<file path="config.mk">
export PLATFORM = sky130hd
export DESIGN_NAME = fetch_top
export DESIGN_NICKNAME = d
export VERILOG_FILES = /design/src/hw/fetch_pkg.sv /design/src/hw/fetch_top.sv /design/src/hw/inst_queue.sv /design/src/hw/line_adapter.sv /design/src/hw/line_cache.sv
export SDC_FILE = /design/constraint.sdc
export NUM_CORES = 2
export LEC_CHECK = 0
export BUFFER_PORTS_ARGS = -buffer_cell sky130_fd_sc_hd__buf_4
export CELL_PAD_IN_SITES_DETAIL_PLACEMENT = 1
export CELL_PAD_IN_SITES_GLOBAL_PLACEMENT = 2
export CORE_ASPECT_RATIO = 1.2
export CORE_MARGIN = 1
export CORE_UTILIZATION = 45
export CTS_CLUSTER_DIAMETER = 200
export DETAILED_ROUTE_END_ITERATION = 8
export GPL_TIMING_DRIVEN = 0
export PLACE_DENSITY_LB_ADDON = 0.1
export RECOVER_POWER = 100
export SLEW_MARGIN = 10
export SYNTH_ARGS = -nofsm -noshare
export SYNTH_HDL_FRONTEND = slang
export SYNTH_SLANG_ARGS = --single-unit
</file>
<file path="constraint.sdc">
create_clock -name clk -period 12.8 [get_ports clk]
set_input_delay 2.56 -clock clk [delete_from_list [all_inputs] [get_ports clk]]
set_output_delay 2.56 -clock clk [all_outputs]
set_load 0.1 [all_outputs]
</file>
<file path="src/hw/fetch_pkg.sv">
`default_nettype none

package fetch_pkg;

    // widths with a meaning of their own
    typedef logic [31:0]  addr_t;       // byte address
    typedef logic [31:0]  word_t;       // one instruction
    typedef logic [63:0]  beat_t;       // one burst beat from memory
    typedef logic [255:0] line_t;       // 32-byte cache line
    typedef logic [26:0]  line_tag_t;   // address above the line offset

    localparam addr_t reset_pc = 32'h1eceb000;

    localparam int beats_per_line = 4;
    localparam int queue_depth = 16;

    // what the cache answers with and the queue holds
    typedef struct packed {
        addr_t pc;
        word_t inst;
    } fetch_pkt_t;

    // miss sequencing
    typedef enum logic [1:0] {
        idle,
        request,    // waiting for memory ready
        wait_line   // burst in flight
    } cache_state_t;

endpackage : fetch_pkg

`default_nettype wire

</file>
<file path="src/hw/fetch_top.sv">
`timescale 1ns/1ps
`default_nettype none

module fetch_top
import fetch_pkg::*;
(
    input  logic       clk,
    input  logic       rst,

    // burst memory
    output addr_t      bmem_addr_o,
    output logic       bmem_read_o,
    input  logic       bmem_ready_i,
    input  addr_t      bmem_raddr_i,
    input  beat_t      bmem_rdata_i,
    input  logic       bmem_rvalid_i,

    // rename/dispatch side
    output fetch_pkt_t fetch_pkt_o,
    output logic       fetch_empty_o,
    input  logic       dequeue_i
);

    addr_t      pc_q;
    logic       start_q;    // free to issue, nothing outstanding
    logic       issue;

    logic       fetch_resp;
    fetch_pkt_t resp_pkt;
    logic       queue_full;

    addr_t      line_addr;
    line_t      line_data;
    logic       line_valid;
    logic       line_fill;

    assign issue = (start_q || fetch_resp) && !queue_full;

    always_ff @(posedge clk) begin
        if (rst) begin
            pc_q    <= reset_pc;
            start_q <= 1'b1;
        end else begin
            if (issue) begin
                pc_q    <= pc_q + 32'd4;
                start_q <= 1'b0;
            end else if (fetch_resp) begin
                start_q <= 1'b1;    // answered while full, resume later
            end
        end
    end

    // only a burst for the outstanding refill fills the line
    assign line_fill = line_valid && (line_addr[31:5] == bmem_addr_o[31:5]);

    line_adapter adapter_i (
        .clk          (clk),
        .rst          (rst),
        .beat_addr_i  (bmem_raddr_i),
        .beat_data_i  (bmem_rdata_i),
        .beat_valid_i (bmem_rvalid_i),
        .line_addr_o  (line_addr),
        .line_data_o  (line_data),
        .line_valid_o (line_valid)
    );

    line_cache cache_i (
        .clk           (clk),
        .rst           (rst),
        .fetch_req_i   (issue),
        .fetch_pc_i    (pc_q),
        .fetch_resp_o  (fetch_resp),
        .resp_pkt_o    (resp_pkt),
        .mem_ready_i   (bmem_ready_i),
        .refill_read_o (bmem_read_o),
        .refill_addr_o (bmem_addr_o),
        .line_valid_i  (line_fill),
        .line_data_i   (line_data)
    );

    inst_queue queue_i (
        .clk        (clk),
        .rst        (rst),
        .enq_i      (fetch_resp),
        .enq_pkt_i  (resp_pkt),
        .deq_i      (dequeue_i),
        .head_pkt_o (fetch_pkt_o),
        .full_o     (queue_full),
        .empty_o    (fetch_empty_o)
    );

endmodule : fetch_top

`default_nettype wire

</file>
<file path="src/hw/inst_queue.sv">
`timescale 1ns/1ps
`default_nettype none

module inst_queue
import fetch_pkg::*;
(
    input  logic       clk,
    input  logic       rst,

    input  logic       enq_i,
    input  fetch_pkt_t enq_pkt_i,
    input  logic       deq_i,

    output fetch_pkt_t head_pkt_o,
    output logic       full_o,
    output logic       empty_o
);

    localparam int ptr_w = $clog2(queue_depth);
    localparam int cnt_w = $clog2(queue_depth + 1);

    fetch_pkt_t mem [queue_depth];

    logic [ptr_w-1:0] wr_ptr;
    logic [ptr_w-1:0] rd_ptr;
    logic [cnt_w-1:0] count;
    logic             do_enq;
    logic             do_deq;

    assign do_enq = enq_i && (count != cnt_w'(queue_depth));
    assign do_deq = deq_i && !empty_o;     // pop on empty is ignored

    assign empty_o = (count == '0);
    // keeps one slot free for the response already in flight
    assign full_o  = (count >= cnt_w'(queue_depth - 1));

    assign head_pkt_o = mem[rd_ptr];

    always_ff @(posedge clk) begin
        if (rst) begin
            wr_ptr <= '0;
            rd_ptr <= '0;
            count  <= '0;
        end else begin
            if (do_enq) wr_ptr <= wr_ptr + 1'b1;
            if (do_deq) rd_ptr <= rd_ptr + 1'b1;
            if (do_enq && !do_deq) begin
                count <= count + 1'b1;
            end else if (do_deq && !do_enq) begin
                count <= count - 1'b1;
            end
        end
    end

    always_ff @(posedge clk) begin
        if (do_enq) mem[wr_ptr] <= enq_pkt_i;
    end

endmodule : inst_queue

`default_nettype wire

</file>
<file path="src/hw/line_adapter.sv">
`timescale 1ns/1ps
`default_nettype none

module line_adapter
import fetch_pkg::*;
(
    input  logic  clk,
    input  logic  rst,

    input  addr_t beat_addr_i,
    input  beat_t beat_data_i,
    input  logic  beat_valid_i,

    output addr_t line_addr_o,
    output line_t line_data_o,
    output logic  line_valid_o
);

    localparam int cnt_w = $clog2(beats_per_line);

    logic [cnt_w-1:0] beat_cnt;
    logic             last_beat;

    assign last_beat = (beat_cnt == cnt_w'(beats_per_line - 1));

    // beat counter and completion pulse
    always_ff @(posedge clk) begin
        if (rst) begin
            beat_cnt     <= '0;
            line_valid_o <= 1'b0;
        end else begin
            line_valid_o <= 1'b0;
            if (beat_valid_i) begin
                if (last_beat) begin
                    beat_cnt     <= '0;     // ready for next burst
                    line_valid_o <= 1'b1;
                end else begin
                    beat_cnt <= beat_cnt + 1'b1;
                end
            end
        end
    end

    // lowest 8 bytes arrive first
    always_ff @(posedge clk) begin
        if (beat_valid_i) begin
            line_data_o[beat_cnt*$bits(beat_t) +: $bits(beat_t)] <= beat_data_i;
            line_addr_o <= beat_addr_i;     // same for every beat of a burst
        end
    end

endmodule : line_adapter

`default_nettype wire

</file>
<file path="src/hw/line_cache.sv">
`timescale 1ns/1ps
`default_nettype none

module line_cache
import fetch_pkg::*;
(
    input  logic       clk,
    input  logic       rst,

    // pc side
    input  logic       fetch_req_i,
    input  addr_t      fetch_pc_i,
    output logic       fetch_resp_o,
    output fetch_pkt_t resp_pkt_o,

    // refill side
    input  logic       mem_ready_i,
    output logic       refill_read_o,
    output addr_t      refill_addr_o,
    input  logic       line_valid_i,
    input  line_t      line_data_i
);

    cache_state_t state;

    line_t     line_q;
    line_tag_t tag_q;
    logic      valid_q;
    addr_t     pend_pc;     // pc that missed
    logic      hit;

    // word at pc within a line
    function automatic word_t select_word(input line_t line, input addr_t pc);
        logic [2:0] idx;
        idx = pc[4:2];
        return line[idx*$bits(word_t) +: $bits(word_t)];
    endfunction

    assign hit = valid_q && (tag_q == line_tag_t'(fetch_pc_i[31:5]));

    // one-cycle strobe, only while memory is ready
    assign refill_read_o = (state == request) && mem_ready_i;
    assign refill_addr_o = {pend_pc[31:5], 5'b0};

    always_ff @(posedge clk) begin
        if (rst) begin
            state        <= idle;
            valid_q      <= 1'b0;
            fetch_resp_o <= 1'b0;
        end else begin
            fetch_resp_o <= 1'b0;
            unique case (state)
                idle: begin
                    if (fetch_req_i) begin
                        if (hit) begin
                            fetch_resp_o <= 1'b1;
                        end else begin
                            state <= request;
                        end
                    end
                end
                request: begin
                    if (mem_ready_i) state <= wait_line;
                end
                wait_line: begin
                    if (line_valid_i) begin
                        valid_q      <= 1'b1;
                        fetch_resp_o <= 1'b1;   // answer the missed pc next cycle
                        state        <= idle;
                    end
                end
                default: state <= idle;
            endcase
        end
    end

    // line storage and response data
    always_ff @(posedge clk) begin
        if (state == idle && fetch_req_i) begin
            pend_pc         <= fetch_pc_i;
            resp_pkt_o.pc   <= fetch_pc_i;
            resp_pkt_o.inst <= select_word(line_q, fetch_pc_i);
        end
        if (state == wait_line && line_valid_i) begin
            line_q          <= line_data_i;
            tag_q           <= line_tag_t'(pend_pc[31:5]);
            resp_pkt_o.pc   <= pend_pc;
            resp_pkt_o.inst <= select_word(line_data_i, pend_pc);   // bypass new line
        end
    end

endmodule : line_cache

`default_nettype wire

</file>
After elaboration in Yosys (flattened, before gate mapping)
Memory sizes are Yosys's and may differ from the RTL's. A register that Yosys moved wholly into a read port is not among the register bits.
Cells that the tools add are included.
{"block": "op_classes", "order_cmp": 1, "addsub": 7, "n_div": 0, "n_shift": 4, "mux": 22, "eq_ne": 10, "n_bitwise": 1, "reduce_logical": 23, "multipliers": 0}
{"op": "$shiftx 256x9->32", "count": 2}
{"op": "$bwmux 256", "count": 1}
{"op": "$shift 64x34->256 const A", "count": 1}
{"op": "$shiftx 64x34->256", "count": 1}
{"op": "$mux 64", "count": 2}
{"op": "$eq 27x27->1", "count": 2}
{"op": "$neg 8->34", "count": 1}
{"op": "$add 32x3->32 const B", "count": 1}
{"op": "$logic_and 1x1->1", "count": 10}
{"op": "$mux 2", "count": 5}
{"op": "$mux 5", "count": 2}
{"op": "$add 4x1->4 const B", "count": 2}
{"op": "$mux 1", "count": 8}
{"op": "$mux 4", "count": 2}
{"op": "$pmux 2 s3", "count": 1}
{"op": "$reduce_bool 2->1", "count": 3}
{"op": "$add 5x1->5 const B", "count": 1}
{"op": "$ge 5x4->1 const B", "count": 1}
{"op": "$logic_not 5->1", "count": 1}
{"op": "$ne 5x5->1 const B", "count": 1}
{"op": "$sub 5x1->5 const B", "count": 1}
{"op": "$eq 2x2->1 const B", "count": 2}
{"op": "$logic_not 1->1", "count": 4}
{"op": "$ne 2x1->1 const B", "count": 2}
{"op": "10 further kinds", "count": 11}
{"block": "totals", "output_inout_bits": 98, "in_bits": 101, "romBits": 0, "elab_cells": 86, "ff_bits": 720, "ram_bits": 1024, "memories": 1, "latchBits": 0}
{"memory": "queue_i.mem", "words": 16, "word_bits": 64, "read_ports": 1, "rd_clocked_by_memory_dff": 1, "write_ports": 1, "line": "inst_queue.sv:22", "rtl": "fetch_pkt_t mem [queue_depth];"}

Depth between registers and ports, before layout
{"block": "depth", "word_depth": 6, "mapped_depth": 11, "ltp_nobuf": 11}

Hierarchy
From an unflattened synthesis, not the netlist that was laid out.
{"block": "unflattened", "hier_cells": 3370, "hier_area_um2": 68042.8}
{"mod": "inst_queue", "n_inst": 1, "area_each_um2": 39047.4, "seq_area_each_um2": 31089.8, "cells_each": 1673}
{"mod": "line_cache", "n_inst": 1, "area_each_um2": 16522.1, "seq_area_each_um2": 11461.0, "cells_each": 877}
{"mod": "line_adapter", "n_inst": 1, "area_each_um2": 10730.3, "seq_area_each_um2": 8708.4, "cells_each": 619}
{"mod": "fetch_top", "n_inst": 1, "area_each_um2": 1742.9, "seq_area_each_um2": 620.6, "cells_each": 201}

Worst setup path before layout
Ideal clock, no wire load.
{"block": "synth_timing", "path_type": "reg2reg", "startpoint": "register cache_i.pend_pc[6]", "endpoint": "register cache_i.resp_pkt_o[0] in the netlist's numbering, enable pin", "path_slack_ns": 3.493, "t_required_ns": 12.407, "path_stages_with_launch": 5, "path_buffers": 0, "setup_ns": 0.393, "period_less_slack_ns": 9.307, "t_arrival_ns": 8.915, "path_cell_list": "edfxtp_1 > xor2_1 > nor4_1 > and4_1 > or2_2"}
{"block": "synth_between", "elab_chain_cells": 4}
{"item": "from (decl)", "line": "line_cache.sv:29", "rtl": "addr_t pend_pc;"}
{"item": "from (signal assigned)", "line": "line_cache.sv:80", "rtl": "pend_pc <= fetch_pc_i;"}
{"item": "$eq 27x27->1", "line": "fetch_top.sv:54", "rtl": "assign line_fill = line_valid && (line_addr[31:5] == bmem_addr_o[31:5]);"}
{"item": "$logic_and 1x1->1", "line": "fetch_top.sv:54"}
{"item": "$logic_and 1x1->1", "line": "line_cache.sv:84", "rtl": "if (state == wait_line && line_valid_i) begin"}
{"item": "$reduce_bool 2->1 (no line)"}
{"item": "to (decl)", "line": "line_cache.sv:14", "rtl": "output fetch_pkt_t resp_pkt_o,"}
Every way passes these cells.
A chain may end at the register's enable or synchronous reset.

Final worst setup path
{"block": "layout_timing", "startpoint": "register cache_i.pend_pc[6]", "endpoint": "register cache_i.line_q[80], enable pin"}
{"block": "layout_between", "elab_chain_cells": 3}
{"item": "$eq 27x27->1", "line": "fetch_top.sv:54"}
{"item": "$logic_and 1x1->1", "line": "fetch_top.sv:54"}
{"item": "$logic_and 1x1->1", "line": "line_cache.sv:84"}
{"item": "to (signal assigned)", "line": "line_cache.sv:85", "rtl": "line_q <= line_data_i;"}
{"item": "to (decl)", "line": "line_cache.sv:26", "rtl": "line_t line_q;"}
Every way passes these cells.

==> metrics.cfg <==
[timing]
setup_viol = 0
timing.final.crit_share_pct = 67.92
max_freq_mhz = 115.0
final-hold-violation-count = 0
fin_hold_ws_ns = 0.4332
period_needed_ns = 8.694
tightest_slew_ns = 3.745
finalClockSkew_ns = 0.02073
rsz0062_at_grt = no
max_slew_margin_pct = -149.7
drv_slew = 944

[die]
rows = 154
die_height_um = 423.4
start_util_pct = 45.35
pin_count = 199
core_um2 = 146800
die-area_um2 = 149500
die_w_um = 353.1

[logic_synthesis]
synth_area_um2 = 66580
synth-async-reset-ratio_pct = 0
ys_ff_latch = 1705
postSynthCellCount = 3030
yosys.cell_types.count = 47
seq_area_frac_synth_pct = 76.07
synth_area_per_cell_um2 = 21.97
ys_dominant_reg_cell = edfxtp_1
synth_warnings = 0
synth_edf_count = 1650

[clock_tree]
cts.sinks = 1705
cts-buffers-inserted = 169
clk_pin_slew_ns = 0.06
cts_tree = built
cts_root_buf = clkbuf_16
clock_latency_ns = 0.81
postCtsSetupBuffers = 0
clk_path_buf_depth = 3
cts_resized = 0
htreeDepth = 4
cts-hold-fix-buffers = 0

[finish]
most-common-layout-cells = 1650 x edfxtp_1, 436 x mux4_2, 307 x clkbuf_1
post-route-util_pct = 51.54
nNetsFinal = 3610
drive_gt1_share_pct = 23.64
area_growth_pct = 13.66
mostFrequentLayoutCell = edfxtp_1

[global_route]
gr-total-overflow = 0
antenna_found_initial = 13
grt_pass1_vias = 34510
grt_pass1_wl_mm = 250.6
track_usage_pct = 24.02
grt_max_degree = 68

[worst_setup_path]
critPathKind = reg2reg
r2r-end = cache_i.line_q[80]$_DFFE_PP_
rr_worst_depth = 5
r2r-start = cache_i.pend_pc[6]$_DFFE_PP_
cp-startpoint = cache_i.pend_pc[6]$_DFFE_PP_
start_kind = register
required_ns = 13.14
reg2reg_slack_ns = 4.11
cp_max_fo = 65
end_kind = register
arrival_ns = 9.03

[drt]
num_vias = 31510
drc = 0
avgViaCountPerCell = 5.637
detail-route-antenna-nets = 0
firstDrtPassIters = 5
wire_per_inst_um = 31.75
dr.first_iter.drc_count = 2633
wl_mm = 177.5

[outcome]
status = finished with violations
failed_checks = max-capacitance violations, max-slew violations

[power]
max-vdd-ir-drop_v = 0.0001222
power_density_nw_per_um2 = 152.2
p_leak_uw = 0.02363

[min_path]
holdPathEnd = cache_i.pend_pc[4]$_DFFE_PP_
holdCritStartpoint = pc_q[4]$_SDFFE_PP0P_
whs_path_depth = 0
hold_class = reg2reg

[placement]
place.gp.congestion = 0.7545
port_buffers = 186
dpl.hpwl_mm = 118.1

[run]
max-cap-violations = 34

power breakdown:
group	leakage, uW	total (uW)	switching, uW	internal, uW
registers	0.0155	6320	91.6	6230
logic	0.00558	455	300	155
clock network	0.00257	4750	2130	2620
cells by family after synthesis:
family / share of synthesized area [%]
compound gates: 0.2405
xor+xnor: 1.184
fa+ha+maj: 0.3307
buf+inv: 1.620
flops: 76.07
mux: 16.84
other cells: 0.005632
simple gates: 3.713
state kept, by name, summed over array words and instances, names as in the netlist, 4 cells and up, named ones only:
name and flops:
pc_q 30, queue_i.count 5, cache_i.line_q 256, queue_i.wr_ptr 4, cache_i.resp_pkt_o 62, queue_i.mem 992
cache_i.pend_pc 30, adapter_i.line_addr_o 27, cache_i.tag_q 27, queue_i.rd_ptr 4, adapter_i.line_data_o 256
final cells by class:
class | count | area [um^2]
timing repair buffer | 285 | 1423
multi-input combinational | 1132 | 14880
sequential | 1705 | 50650
fill | 13090 | 71150
antenna | 7 | 17.52
clock inverter | 103 | 773.2
inverter | 10 | 37.54
buffer | 189 | 1013
tap | 1950 | 2440
clock buffer | 209 | 4449
layer usage:
layer | wire length [um] | GRT usage, % | vias up
li1 | - | - | 13330
met1 | 71170 | 30.47 | 17080
met4 | 4009 | 7.352 | 4
met2 | 93670 | 42.16 | 882
met5 | 25 | 0 | -
met3 | 8605 | 4.047 | 219
stage by stage:
| step | setup TNS [ns] | total power, uW | instances | area (um^2) | setup slack, ns |
|---|---|---|---|---|---|
| after floorplan | 0 | 6661 | 3036 | 66610 | 3.493 |
| after global placement | -39.44 | 6885 | 5172 | 70440 | -0.6514 |
| after detailed placement | 0 | 6913 | 5271 | 72310 | 6.628 |
| after CTS | 0 | 11630 | 5583 | 77530 | 5.704 |
| after global routing | 0 | 11810 | 5585 | 75670 | 3.440 |
| final | 0 | 11520 | 5590 | 75680 | 4.106 |
synth_stat cells (all sizes together) (2+ instances only):
library cell     n  share of area, %
edfxtp        1650                74
mux4           438                15
and2           263               2.5
buf            122               1.2
mux2i          100               1.5
clkbuf          67              0.38
dfxtp           55               1.7
nor2            51              0.29
xor2            47              0.62
xnor2           43              0.57
mux2            30              0.51
nand4           29              0.27
nand2           26              0.15
ha              16              0.30
nand3           12             0.090
a21oi           11             0.083
inv             10             0.056
nor4            10              0.11
and3             8             0.075
nor3             7             0.053
o21ai            6             0.045
and4             5             0.066
nor3b            3             0.034
or3              3             0.028
a21o             2             0.023
nand2b           2             0.019
o21a             2             0.023
worst max-delay path by stage:
stage	to	slack, ns
after floorplan	cache_i.resp_pkt_o[0]$_DFFE_PP_	3.49
after global placement	cache_i.resp_pkt_o[21]$_DFFE_PP_	-0.65
after detailed placement	fetch_pkt_o[6]	6.63
after CTS	fetch_pkt_o[11]	5.70
after global routing	cache_i.line_q[80]$_DFFE_PP_	3.44
final	cache_i.line_q[80]$_DFFE_PP_	4.11
worst max-delay path: stages (launching register included):
cell	delay (ns)
edfxtp_1	0.49
xor2_1	0.19
nor4_1	0.95
and4_1	1.66
clkbuf_1	2.24
clkbuf_1	2.58
(Power assumes the default switching activity.)
